===== config.mk =====
export PLATFORM = sky130hd
export DESIGN_NAME = stream_xbar_top
export DESIGN_NICKNAME = d
export VERILOG_FILES = /design/src/xbar_pkg.sv /design/src/stream_if.sv /design/src/stream_demux.sv /design/src/rr_arb.sv /design/src/spill_register.sv /design/src/stream_xbar.sv /design/src/stream_xbar_top.sv
export VERILOG_INCLUDE_DIRS = /design/src
export SDC_FILE = /design/constraint.sdc
export NUM_CORES = 1
export LEC_CHECK = 0
export BUFFER_PORTS_ARGS = -buffer_cell sky130_fd_sc_hd__buf_2
export CORE_UTILIZATION = 40
export CTS_BUF_LIST = sky130_fd_sc_hd__clkbuf_4 sky130_fd_sc_hd__clkbuf_8
export CTS_CLUSTER_DIAMETER = 40
export CTS_CLUSTER_SIZE = 12
export DETAILED_ROUTE_END_ITERATION = 6
export GPL_TIMING_DRIVEN = 0
export HOLD_SLACK_MARGIN = 0.15
export PLACE_DENSITY = 0.64
export SYNTH_ARGS = -nofsm -noshare
export SYNTH_HDL_FRONTEND = slang
export SYNTH_SLANG_ARGS = --single-unit

===== constraint.sdc =====
create_clock -name clk_i -period 3.4 [get_ports clk_i]
set_input_delay 0.34 -clock clk_i [delete_from_list [all_inputs] [get_ports clk_i]]
set_output_delay 0.34 -clock clk_i [all_outputs]
set_load 0.02 [all_outputs]

===== src/xbar_defs.svh =====
`ifndef XBAR_DEFS_SVH
`define XBAR_DEFS_SVH

// Size of the stream crossbar.
// The core, the top level and the package all read their dimensions from here.

// Number of input streams.
// Each input can reach every output.
`define XBAR_NUM_INP 4

// Number of output streams.
// Each output owns one arbiter and one spill register.
`define XBAR_NUM_OUT 4

// Width of the data word carried by every stream.
`define XBAR_DATA_WIDTH 16

`endif


===== src/xbar_pkg.sv =====
`include "xbar_defs.svh"

// Types shared by all modules of the stream crossbar.
package xbar_pkg;

  // Width of the output select.
  // A single output still needs one select bit.
  localparam int unsigned SEL_WIDTH = (`XBAR_NUM_OUT > 1) ? $clog2(`XBAR_NUM_OUT) : 1;

  // Width of the input index.
  // It is sized the same way from the input count.
  localparam int unsigned IDX_WIDTH = (`XBAR_NUM_INP > 1) ? $clog2(`XBAR_NUM_INP) : 1;

  // Data word that travels from an input to an output.
  typedef logic [`XBAR_DATA_WIDTH-1:0] payload_t;

  // Output select that comes with each input word.
  typedef logic [SEL_WIDTH-1:0] sel_t;

  // Index of the input a delivered word came from.
  typedef logic [IDX_WIDTH-1:0] idx_t;

endpackage


===== src/stream_if.sv =====
`timescale 1ns/1ps

// Valid/ready stream carrying a data word and its source input index.
// Inside the crossbar this joins an output arbiter to its spill register.
// The handshake is strict: once valid rises, valid, data and idx hold
// until the edge where ready is also high.
interface stream_if #(
  parameter type T = logic
) ();

  // Source has an item on the bus.
  logic           valid;
  // Sink accepts the item on this edge.
  logic           ready;
  // Payload word.
  T               data;
  // Input the payload was taken from.
  xbar_pkg::idx_t idx;

  // Side that produces items.
  modport src (
    output valid, data, idx,
    input  ready
  );

  // Side that consumes items.
  // This is the mirror of the source modport.
  modport dst (
    input  valid, data, idx,
    output ready
  );

endinterface


===== src/stream_demux.sv =====
`timescale 1ns/1ps
`include "xbar_defs.svh"

// Valid/ready demultiplexer for one crossbar input.
// The select picks exactly one output. That output sees the valid, and the
// input sees that output's ready. The data word is not routed here because
// the core broadcasts it to every arbiter.
// The block is purely combinational.
module stream_demux (
  input  logic                     inp_valid_i,
  output logic                     inp_ready_o,
  input  xbar_pkg::sel_t           sel_i,
  output logic [`XBAR_NUM_OUT-1:0] oup_valid_o,
  input  logic [`XBAR_NUM_OUT-1:0] oup_ready_i
);

  // One-hot valid toward the outputs.
  // Only the selected output sees a request, all others stay low.
  always_comb begin : proc_valid_decode
    oup_valid_o = '0;
    oup_valid_o[sel_i] = inp_valid_i;
  end

  // The ready of the selected output goes back to the input.
  // Since the select holds while valid is high, this stays tied to the
  // same arbiter for the whole handshake.
  assign inp_ready_o = oup_ready_i[sel_i];

endmodule


===== src/rr_arb.sv =====
`timescale 1ns/1ps
`include "xbar_defs.svh"

// Round-robin arbiter with lock-in for one crossbar output.
// Every input raises a request toward this output through its demux.
// The arbiter picks one requester and puts its data word and index on
// the outgoing stream. The grant back to that input follows the stream
// ready combinationally.
// A choice that is offered but not yet accepted stays locked, so the
// outgoing stream obeys the strict handshake even if other inputs raise
// requests in the meantime.
module rr_arb #(
  parameter type T = logic
) (
  input  logic                     clk_i,
  input  logic                     arst_n_i,
  input  logic [`XBAR_NUM_INP-1:0] req_i,
  output logic [`XBAR_NUM_INP-1:0] gnt_o,
  input  T     [`XBAR_NUM_INP-1:0] data_i,
  stream_if.src                    oup
);

  // Input where the next search starts.
  xbar_pkg::idx_t ptr_q;
  // Pointer value after a transfer from the current winner.
  xbar_pkg::idx_t ptr_d;
  // Set while an offered item waits for the downstream ready.
  logic           lock_q;
  // Input that holds the lock.
  xbar_pkg::idx_t lock_idx_q;
  // First requester found from the pointer onward.
  xbar_pkg::idx_t search_idx;
  // Input that drives the stream in this cycle.
  xbar_pkg::idx_t win_idx;
  // At least one input requests this output.
  logic           any_req;

  assign any_req = |req_i;

  // Search from the pointer upward and wrap at the last input.
  // The first input that requests wins.
  // With no request at all the result is the pointer itself, which is
  // harmless because the stream valid is low then.
  always_comb begin : proc_search
    int unsigned cand;
    logic        found;
    search_idx = ptr_q;
    found = 1'b0;
    for (int unsigned off = 0; off < `XBAR_NUM_INP; off++) begin
      cand = ptr_q + off;
      if (cand >= `XBAR_NUM_INP) begin
        cand = cand - `XBAR_NUM_INP;
      end
      if (!found && req_i[cand]) begin
        found = 1'b1;
        search_idx = xbar_pkg::idx_t'(cand);
      end
    end
  end

  // A locked choice overrides the search.
  // The locked input keeps its request up until it is granted.
  assign win_idx = lock_q ? lock_idx_q : search_idx;

  // Stream side.
  // Valid only looks at the requests, never at ready.
  assign oup.valid = any_req;
  assign oup.data  = data_i[win_idx];
  assign oup.idx   = win_idx;

  // Only the winner is granted, and only when the stream takes the item.
  always_comb begin : proc_grant
    gnt_o = '0;
    gnt_o[win_idx] = req_i[win_idx] & oup.ready;
  end

  // After a transfer the input just served gets the lowest priority.
  always_comb begin : proc_next_ptr
    if (int'(win_idx) == `XBAR_NUM_INP - 1) begin
      ptr_d = '0;
    end else begin
      ptr_d = win_idx + xbar_pkg::idx_t'(1);
    end
  end

  // Pointer and lock state.
  // A transfer moves the pointer past the winner and releases the lock.
  // An offer without ready locks the current winner, and a held lock just
  // writes the same index again.
  always_ff @(posedge clk_i or negedge arst_n_i) begin : proc_state
    if (!arst_n_i) begin
      ptr_q      <= '0;
      lock_q     <= 1'b0;
      lock_idx_q <= '0;
    end else begin
      if (oup.valid && oup.ready) begin
        ptr_q  <= ptr_d;
        lock_q <= 1'b0;
      end else if (oup.valid) begin
        lock_q     <= 1'b1;
        lock_idx_q <= win_idx;
      end
    end
  end

endmodule


===== src/spill_register.sv =====
`timescale 1ns/1ps

// Two-entry output stage of a crossbar output.
// Slot A always holds the oldest item and drives the output.
// Slot B only fills when a new item arrives while A is still waiting for
// the downstream ready. The input ready is the inverse of the B flag, so
// it comes straight from a flop and the ready path from the output back
// into the arbiter is cut.
// Items leave in the order they arrived.
module spill_register #(
  parameter type T = logic
) (
  input  logic           clk_i,
  input  logic           arst_n_i,
  stream_if.dst          inp,
  output logic           oup_valid_o,
  input  logic           oup_ready_i,
  output T               oup_data_o,
  output xbar_pkg::idx_t oup_idx_o
);

  // Slot A, the head of the stage.
  logic           a_full_q;
  T               a_data_q;
  xbar_pkg::idx_t a_idx_q;

  // Slot B, the overflow slot. It is only full while A is full too.
  logic           b_full_q;
  T               b_data_q;
  xbar_pkg::idx_t b_idx_q;

  // Handshakes on both sides in this cycle.
  logic           in_fire;
  logic           out_fire;

  // Load strobes for the two slots.
  logic           a_load;
  logic           a_from_b;
  logic           b_load;

  // Space is left while B is empty, which means fewer than two items.
  assign inp.ready = ~b_full_q;

  assign in_fire  = inp.valid & ~b_full_q;
  assign out_fire = a_full_q & oup_ready_i;

  // A takes the item from B when the head leaves and B has one.
  // Otherwise A takes the incoming item when A is empty or leaving.
  assign a_from_b = out_fire & b_full_q;
  assign a_load   = a_from_b | (in_fire & (~a_full_q | out_fire));
  // B only catches an item that finds A full and stalled.
  assign b_load   = in_fire & a_full_q & ~out_fire;

  // Occupancy flags.
  always_ff @(posedge clk_i or negedge arst_n_i) begin : proc_flags
    if (!arst_n_i) begin
      a_full_q <= 1'b0;
      b_full_q <= 1'b0;
    end else begin
      if (out_fire) begin
        a_full_q <= b_full_q | in_fire;
        b_full_q <= 1'b0;
      end else begin
        a_full_q <= a_full_q | in_fire;
        b_full_q <= b_full_q | b_load;
      end
    end
  end

  // Slot contents.
  always_ff @(posedge clk_i) begin : proc_slots
    if (a_load) begin
      a_data_q <= a_from_b ? b_data_q : inp.data;
      a_idx_q  <= a_from_b ? b_idx_q : inp.idx;
    end
    if (b_load) begin
      b_data_q <= inp.data;
      b_idx_q  <= inp.idx;
    end
  end

  // The output is always the head slot.
  assign oup_valid_o = a_full_q;
  assign oup_data_o  = a_data_q;
  assign oup_idx_o   = a_idx_q;

endmodule


===== src/stream_xbar.sv =====
`timescale 1ns/1ps
`include "xbar_defs.svh"

// Fully connected valid/ready stream crossbar.
// Each input names one output through its select. A demux per input turns
// that into a request toward one output. Each output runs a round-robin
// arbiter over all inputs and feeds a two-entry spill register, so every
// output is registered.
// Each delivered word comes with the index of the input it came from.
module stream_xbar (
  input  logic                                    clk_i,
  input  logic                                    arst_n_i,
  input  xbar_pkg::payload_t [`XBAR_NUM_INP-1:0] data_i,
  input  xbar_pkg::sel_t     [`XBAR_NUM_INP-1:0] sel_i,
  input  logic               [`XBAR_NUM_INP-1:0] valid_i,
  output logic               [`XBAR_NUM_INP-1:0] ready_o,
  output xbar_pkg::payload_t [`XBAR_NUM_OUT-1:0] data_o,
  output xbar_pkg::idx_t     [`XBAR_NUM_OUT-1:0] idx_o,
  output logic               [`XBAR_NUM_OUT-1:0] valid_o,
  input  logic               [`XBAR_NUM_OUT-1:0] ready_i
);

  // Request and grant matrix as seen from the inputs.
  // Index order is [input][output].
  logic [`XBAR_NUM_INP-1:0][`XBAR_NUM_OUT-1:0] inp_valid;
  logic [`XBAR_NUM_INP-1:0][`XBAR_NUM_OUT-1:0] inp_ready;

  // The same matrix as seen from the outputs.
  // Index order is [output][input].
  logic [`XBAR_NUM_OUT-1:0][`XBAR_NUM_INP-1:0] out_valid;
  logic [`XBAR_NUM_OUT-1:0][`XBAR_NUM_INP-1:0] out_ready;

  // One demux per input.
  for (genvar i = 0; i < `XBAR_NUM_INP; i++) begin : gen_inps
    stream_demux i_stream_demux (
      .inp_valid_i ( valid_i[i]   ),
      .inp_ready_o ( ready_o[i]   ),
      .sel_i       ( sel_i[i]     ),
      .oup_valid_o ( inp_valid[i] ),
      .oup_ready_i ( inp_ready[i] )
    );

    // Transpose the handshake between the input view and the output view.
    for (genvar j = 0; j < `XBAR_NUM_OUT; j++) begin : gen_cross
      assign out_valid[j][i] = inp_valid[i][j];
      assign inp_ready[i][j] = out_ready[j][i];
    end
  end

  // One arbiter and one spill register per output.
  for (genvar j = 0; j < `XBAR_NUM_OUT; j++) begin : gen_outs
    // Stream from the arbiter into the spill register.
    stream_if #(.T(xbar_pkg::payload_t)) arb_if ();

    // Every arbiter sees the data words of all inputs.
    rr_arb #(
      .T ( xbar_pkg::payload_t )
    ) i_rr_arb (
      .clk_i    ( clk_i        ),
      .arst_n_i ( arst_n_i     ),
      .req_i    ( out_valid[j] ),
      .gnt_o    ( out_ready[j] ),
      .data_i   ( data_i       ),
      .oup      ( arb_if.src   )
    );

    spill_register #(
      .T ( xbar_pkg::payload_t )
    ) i_spill_register (
      .clk_i       ( clk_i      ),
      .arst_n_i    ( arst_n_i   ),
      .inp         ( arb_if.dst ),
      .oup_valid_o ( valid_o[j] ),
      .oup_ready_i ( ready_i[j] ),
      .oup_data_o  ( data_o[j]  ),
      .oup_idx_o   ( idx_o[j]   )
    );
  end

endmodule


===== src/stream_xbar_top.sv =====
`timescale 1ns/1ps
`include "xbar_defs.svh"

// Top level of the stream crossbar.
// It exposes the core with plain packed-array ports, one entry per input
// on the upstream side and one entry per output on the downstream side.
// The sizes come from the shared header.
module stream_xbar_top (
  // Clock, rising edge.
  input  logic                                    clk_i,
  // Asynchronous reset, active low.
  input  logic                                    arst_n_i,
  // Data word per input, held while valid is high.
  input  xbar_pkg::payload_t [`XBAR_NUM_INP-1:0] data_i,
  // Target output per input, held while valid is high.
  input  xbar_pkg::sel_t     [`XBAR_NUM_INP-1:0] sel_i,
  // Input has an item.
  input  logic               [`XBAR_NUM_INP-1:0] valid_i,
  // Input item is taken on this edge.
  output logic               [`XBAR_NUM_INP-1:0] ready_o,
  // Data word per output.
  output xbar_pkg::payload_t [`XBAR_NUM_OUT-1:0] data_o,
  // Source input of each output word.
  output xbar_pkg::idx_t     [`XBAR_NUM_OUT-1:0] idx_o,
  // Output has an item.
  output logic               [`XBAR_NUM_OUT-1:0] valid_o,
  // Downstream takes the output item.
  input  logic               [`XBAR_NUM_OUT-1:0] ready_i
);

  // The crossbar core.
  stream_xbar i_stream_xbar (
    .clk_i    ( clk_i    ),
    .arst_n_i ( arst_n_i ),
    .data_i   ( data_i   ),
    .sel_i    ( sel_i    ),
    .valid_i  ( valid_i  ),
    .ready_o  ( ready_o  ),
    .data_o   ( data_o   ),
    .idx_o    ( idx_o    ),
    .valid_o  ( valid_o  ),
    .ready_i  ( ready_i  )
  );

endmodule


# After elaboration in Yosys (flattened, before gate mapping)
# Index checks and enable logic that the tools add are counted.
# classes
multipliers	0
n_reduce_logical	48
n_bitwise	72
shift	0
n_div	0
n_eq_ne	4
mux	148
addsub	32
n_lt_le_gt_ge	48
# ops
cell	n
$lt 32x3->1 const B	16
$mux 32	16
$bmux 16 s2	4
$mux 16	8
$mux 1	60
$mux 2	28
$bmux 1 s2	24
$sub 3x3->4 const B	12
$ge 3x3->1 const B	12
$and 4x4->4	8
$and 1x1->1	28
$add 2x2->3 const B	8
$logic_and 1x1->1	24
$lt 2x3->1 const B	8
$or 1x1->1	20
$demux 1 s2	8
$ge 2x1->1 const B	8
$not 1->1	16
$reduce_or 4->1	4
$sub 2x3->4 const B	4
$add 2x1->3 const B	4
$ge 2x3->1 const B	4
$logic_not 1->1	12
$add 2x1->2 const B	4
other kinds (3)	12
# totals
n_memories	0
reg_bits	172
latchBits	0
input_bits	82
romBits	0
elab_cells	388
output_inout_bits	80
ram_bits	0

# Longest topological paths before layout
# depth
depth_word	25
depth_mapped	15
mapped_depth_nobuf	9

# Cells and area by module
# From an unflattened synthesis, not the netlist that was laid out.
# hier_totals
cells_unflattened	903
area_unflattened_um2	10764.1
# by_module_without_submodules
module	cells_each	area_each_um2	seq_area_each_um2	instances
spill_register	68	1453.9	1131.1	4
rr_arb (i_stream_xbar.gen_outs[0].i_rr_arb ...)	166	1217.4	125.1	3
rr_arb (i_stream_xbar.gen_outs[3].i_rr_arb)	113	1066.0	125.1	1
stream_demux	5	57.6	0.0	4

# Worst setup path after synthesis
# OpenSTA, ideal clock, no wires.
# synth_path
path_type	input to output
start	in sel_i[7] (netlist name)
end	out ready_o[3]
arrival_ps	2665
path_buffers	4
path_slack_ps	395
cell_stages	13
required_time_ps	3060
path_cell_list	buf_2 and3b_1 nor2_1 o21ai_0 o221ai_1 o21ai_2 clkbuf_1 clkbuf_1 ha_1 nor4bb_1 nand2_1 nand4_1 buf_4
# synth_between
elab_chain_cells	25
elab_cells_between_ends	132
classes_between	order compare: 10; mux: 84; bitwise: 9; reduce/logical: 29
# synth_lines
element	line_no	source
start: declaration	stream_xbar_top.sv:16	input xbar_pkg::sel_t [`XBAR_NUM_INP-1:0] sel_i,
$lt 2x3->1 (implied by the code) / $ge 2x1->1 (equally long branches)	stream_demux.sv:21	oup_valid_o[sel_i] = inp_valid_i;
$logic_and 1x1->1 (implied by the code)	stream_demux.sv:21	
$mux 1 (implied by the code)	stream_demux.sv:21	
$demux 1 s2 (*)	stream_demux.sv:21	
$and 4x4->4 (no line) (*)	-	
$bmux 1 s2	rr_arb.sv:54	if (!found && req_i[cand]) begin
$mux 1 (implied by the code)	rr_arb.sv:54	
$mux 1	rr_arb.sv:54	
[... 10 more ...]	-	
via i_stream_xbar.gen_outs[1].arb_if.idx[0]	stream_if.sv:18	xbar_pkg::idx_t idx;
$lt 2x3->1 (implied by the code) / $ge 2x1->1 (equally long branches)	rr_arb.sv:74	gnt_o[win_idx] = req_i[win_idx] & oup.ready;
$logic_and 1x1->1 (implied by the code)	rr_arb.sv:74	
$mux 1 (implied by the code)	rr_arb.sv:74	
$demux 1 s2	rr_arb.sv:74	
$and 4x4->4 (no line) (*)	-	
$bmux 1 s2 (*)	stream_demux.sv:27	assign inp_ready_o = oup_ready_i[sel_i];
$mux 1 (implied by the code) (*)	stream_demux.sv:27	
end: declaration	stream_xbar_top.sv:20	output logic [`XBAR_NUM_INP-1:0] ready_o,
# The timed path passes the listed nets; every way through them passes the cells marked *. The select of a mux whose other input is x is not followed.

# Final worst setup path
# layout_path
start	in sel_i[7] (netlist name)
end	out ready_o[2]
# layout_between
elab_chain_cells	25
elab_cells_between_ends	132
classes_between	order compare: 10; mux: 84; bitwise: 9; reduce/logical: 29
# layout_lines
element	line_no	source
$lt 2x3->1 (implied by the code) / $ge 2x1->1 (equally long branches)	stream_demux.sv:21	
$logic_and 1x1->1 (implied by the code)	stream_demux.sv:21	
$mux 1 (implied by the code)	stream_demux.sv:21	
$demux 1 s2 (*)	stream_demux.sv:21	
$and 4x4->4 (no line) (*)	-	
$bmux 1 s2	rr_arb.sv:54	
$mux 1 (implied by the code)	rr_arb.sv:54	
$mux 1	rr_arb.sv:54	
[... 9 more ...]	-	
$mux 2	rr_arb.sv:63	assign win_idx = lock_q ? lock_idx_q : search_idx;
$lt 2x3->1 (implied by the code) / $ge 2x1->1 (equally long branches)	rr_arb.sv:74	
$logic_and 1x1->1 (implied by the code)	rr_arb.sv:74	
$mux 1 (implied by the code)	rr_arb.sv:74	
$demux 1 s2	rr_arb.sv:74	
$and 4x4->4 (no line)	-	
$bmux 1 s2 (*)	stream_demux.sv:27	
$mux 1 (implied by the code) (*)	stream_demux.sv:27	
# Mark *: on every way between the ends. The rest lies on a longest branch, timed or not. The select of a mux whose other input is x is not followed.

==> flow_results.org <==
** Status
- Run status :: completed

** Worst setup path
- In this run the worst path has a maximum fanout of 10.
- Worst setup EP type :: output port
- For the worst setup path, the data arrival time is a little under 3 ns.
- The critical path is of the in -> out type.
- CP required :: between 3 and 4 ns
- In this run the register-to-register setup slack is 0.86 ns.
- Critical path launch point type :: primary input

** Yosys
- Post-synth cell types :: 75
- Of the total synthesized cell area, the portion taken by full adders, half adders and majority gates is 0.0102.
- The synthesized design spends more area on one cell type than any other, namely sky130_fd_sc_hd__edfxtp_1.
- The synthesized design contains ~170 register bits.
- XOR/XNOR share of the synthesized area :: 0
- Of the total synthesized cell area, the portion taken by AND, OR, NAND and NOR gates is 0.114.
- Sequential area share after synthesis :: 0.487
- For this run, the number of Yosys warnings is 0.
- Fraction of the mapped netlist area in compound gates :: 0.177
- Counting every instance in the synthesized netlist gives ~920.
- Async set-reset flop share out of synthesis :: 0.163
- Summing every instance area after synthesis gives 10300 sq um.
- Among all flip-flop cells after synthesis, the most frequent one is sky130_fd_sc_hd__edfxtp_1.
- Number of synthesized flops with an enable pin :: 144
- Synthesized area per cell :: 11.2 sq um
- Number of nets produced by synthesis :: slightly above 1000
- Dominant combinational cell family by area after synthesis :: compound AO/OA/AOI/OAI gates
- Multiplexer fraction of the synthesized cell area :: 0.160
- Area contributors post-synth :: sky130_fd_sc_hd__edfxtp_1 (42%), sky130_fd_sc_hd__mux2i_1 (13%), sky130_fd_sc_hd__dfrtp_1 (6.8%), sky130_fd_sc_hd__a21oi_1 (3.8%), sky130_fd_sc_hd__nor2_1 (2.8%)
- Share of the synthesized area in the top cell type :: 0.419

** Global route
- Across every metal layer, demand over resource in global routing totals 0.232.
- Maximum number of pins on one net before global-route repair :: 29
- Global routing finished with a remaining overflow of 0.
- First-pass GRT wire length :: 45.9 mm
- The via count of the first global-routing pass is 7825.
- Number of antenna violations at the first check in global routing :: 3

** Drt
- Wires add up to slightly above 30 mm.
- Vias per Instance :: between 5 and 6
- In the routed design, unresolved DRC markers number 0.
- Before antenna repair, the detailed router went through 7 iterations.
- Total number of vias :: roughly 8400
- ANT nets after route :: 0
- DRT iter0 DRCs :: between 600 and 700
- Dividing the detail-routed wire length by the instance count gives 21.1 um.

** CTS
- Clock latency on the worst-skew pair, taken at its later pin, is 0.47 ns.
- Buffer type at the clock tree root :: sky130_fd_sc_hd__clkbuf_8
- The H-tree was split into 4 levels.
- TritonCTS created 17 clock buffers.
- Maximum number of buffers from clock root to sink :: 2
- Clock-pin slew was measured on the worst setup and hold paths at roughly 0.10 ns.
- Clk sink count :: approximately 170
- Clock tree from TritonCTS :: done

** Timing
- Of the available clock period, the critical path in the final layout requires 0.957.
- Fmax :: about 300 MHz
- Minimum period implied by the final worst setup slack :: 3.25 ns
- Measured slew at the worst slew-check pin :: around 0.9 ns
- Count of endpoints failing setup in the final report :: 0
- Setup repair after global routing left no endpoint under its margin.
- Final Hold Fails :: 0
- Final-report max-slew violation count :: 0
- Slew margin rel. :: 0.393
- The clock arrives with about 0.013 ns of skew.
- Worst hold margin :: 0.325 ns
- Across all setup checks in the final design, the least slack found is ~0.15 ns.

** Die
- The floorplan has 58 rows.
- The floorplan step defined a die boundary enclosing 26400 sq um.
- In this run the standard cell core region covers around 25000 sq um.
- The die is between 150 and 200 um tall.
- Horizontal extent of the die :: ~160 um
- In this run the count of I/O pins placed on the die edge is 162.
- Effective utilization at floorplan :: 0.408

** Hold path
- Hold WC Path Type :: in -> reg

** Power
- Leakage :: ~5 nW
- The design draws approximately 0.013 W.
- VDD IR max :: between 0.5 and 0.6 mV
- Power density over the cells :: about 1100 nW/um^2

** Placement
- Post-placement setup slack :: -0.660 ns
- Buffers placed on the I/O ports in this run total between 150 and 200.
- Detailed placement ended at an HPWL of between 20 and 25 mm.
- Routability cong. :: between 0.9 and 1

** Layout
- Leaving out fill and tap cells, the most frequent cell in the layout is sky130_fd_sc_hd__buf_2.
- Of the cells placed in the final design, the portion with a size suffix greater than 1 is 0.303.
- Commonest cells after routing, fill and taps aside :: sky130_fd_sc_hd__buf_2 (171), sky130_fd_sc_hd__edfxtp_1 (144), sky130_fd_sc_hd__mux2i_1 (132)
- Post-layout net count :: about 1200
- Relative to the synthesized area, the layout overhead comes to 18.2%.

** Run
- Total of max-cap violations :: 0
## kinds of logic after synthesis
logic type	count (synthesis)
AND/OR/NAND/NOR	227
flip-flops	172
buffers and inverters	97
multiplexers	159
adder cells (fa/ha/maj)	9
AO/OA/AOI/OAI	258
## critical path: stages
cell                       delay (ns)
sky130_fd_sc_hd__buf_2           0.23
sky130_fd_sc_hd__and3b_1         0.32
sky130_fd_sc_hd__o22ai_1         0.12
sky130_fd_sc_hd__a221oi_1        0.35
sky130_fd_sc_hd__a22oi_2         0.14
sky130_fd_sc_hd__buf_2           0.21
sky130_fd_sc_hd__buf_4           0.22
sky130_fd_sc_hd__ha_1            0.20
sky130_fd_sc_hd__and3_1          0.17
sky130_fd_sc_hd__o32a_1          0.34
sky130_fd_sc_hd__buf_4           0.13
sky130_fd_sc_hd__buf_4           0.14
## cells in the mapped netlist, types with 6 or more instances
cell                       count
sky130_fd_sc_hd__nand3b_1      8
sky130_fd_sc_hd__o22ai_1      19
sky130_fd_sc_hd__ha_1          6
sky130_fd_sc_hd__edfxtp_1    144
sky130_fd_sc_hd__a221oi_1     18
sky130_fd_sc_hd__a21oi_1      79
sky130_fd_sc_hd__a211oi_2     11
sky130_fd_sc_hd__nor2b_1      16
sky130_fd_sc_hd__nand3_1      31
sky130_fd_sc_hd__a211oi_1      8
sky130_fd_sc_hd__clkbuf_1     38
sky130_fd_sc_hd__nor3_1       13
sky130_fd_sc_hd__buf_2        20
sky130_fd_sc_hd__buf_4        14
sky130_fd_sc_hd__mux2_4        7
sky130_fd_sc_hd__nand2_1      31
sky130_fd_sc_hd__mux2_2       20
sky130_fd_sc_hd__o21ai_0      46
sky130_fd_sc_hd__nand4_1       6
sky130_fd_sc_hd__and3_1        6
sky130_fd_sc_hd__buf_6         8
sky130_fd_sc_hd__a31oi_1      22
sky130_fd_sc_hd__mux2i_1     132
sky130_fd_sc_hd__dfrtp_1      28
sky130_fd_sc_hd__a221oi_2     16
sky130_fd_sc_hd__inv_1        12
sky130_fd_sc_hd__nor2_1       78
## report_power, final
group / total, W / internal (W) / switching [W]
clock network: 0.00148 / 0.000678 / 0.000799
registers: 0.00398 / 0.00360 / 0.000380
logic: 0.00736 / 0.00284 / 0.00452
total: 0.0128 / 0.00712 / 0.00570
## layer usage
metal	track usage	part of all wire	vias up	wire length [um]
met5	0	0	-	0
met4	0.110	0.035	0	1080
met3	0.0272	0.059	57	1820
met2	0.359	0.46	345	14200
met1	0.325	0.44	4112	13600
li1	-	-	3929	-
## state kept, by name, summed over array words and instances (netlist names)
name / count
i_stream_xbar.gen_outs.i_spill_register.oup_idx_o: 8
i_stream_xbar.gen_outs.i_spill_register.oup_data_o: 64
i_stream_xbar.gen_outs.i_spill_register.b_data_q: 64
i_stream_xbar.gen_outs.i_spill_register.b_idx_q: 8
i_stream_xbar.gen_outs.i_rr_arb.lock_q: 4
i_stream_xbar.gen_outs.i_rr_arb.ptr_q: 8
i_stream_xbar.gen_outs.i_rr_arb.lock_idx_q: 8
i_stream_xbar.gen_outs.i_spill_register.oup_valid_o: 4
i_stream_xbar.gen_outs.i_spill_register.b_full_q: 4
## what timing repair did
item	CTS	global route
pin swaps	3	3
hold buffers	5	0
gates resized for setup	21	21
hold endpoints to repair	32	0
buffers inserted	7	3
endpoints found under the setup margin	4	2
## area by class of cell
| cell class | instances | area, sq um |
|---|---|---|
| clock buffers | 18 | 241 |
| diodes | 4 | 10.0 |
| repair buffers | 176 | 976 |
| fillers | 2374 | 13100 |
| multi-input cells | 653 | 4840 |
| inverters | 14 | 62.6 |
| clock inverters | 14 | 159 |
| plain buffers | 72 | 457 |
| well taps | 330 | 413 |
| flip-flops and latches | 172 | 5030 |
## path summary, 6_finish.rpt
check,startpoint,endpoint,cells past startpoint
max reg2reg,i_stream_xbar.gen_outs[2].i_rr_arb.ptr_q[1],register,9
max,sel_i[7],ready_o[2],12
min,data_i[44],register,3
min in group asynchronous,arst_n_i,asynchronous set/reset pin,2
min reg2reg,i_stream_xbar.gen_outs[0].i_rr_arb.lock_idx_q[1],i_stream_xbar.gen_outs[0].i_rr_arb.lock_idx_q[1],1
max in group asynchronous,arst_n_i,i_stream_xbar.gen_outs[0].i_rr_arb.ptr_q[0],2
## through the flow
stage,std cells,util,area (sq um),TNS [ns]
5_1_grt,1452,0.483,12200,0
3_3_place_gp,1408,0.456,11500,-15.69
6_report,1453,0.483,12200,0
2_1_floorplan,922,-,10300,0
4_1_cts,1451,0.481,12100,0
3_5_place_dp,1413,0.459,11600,-1.01
(Power assumes the default switching activity.)
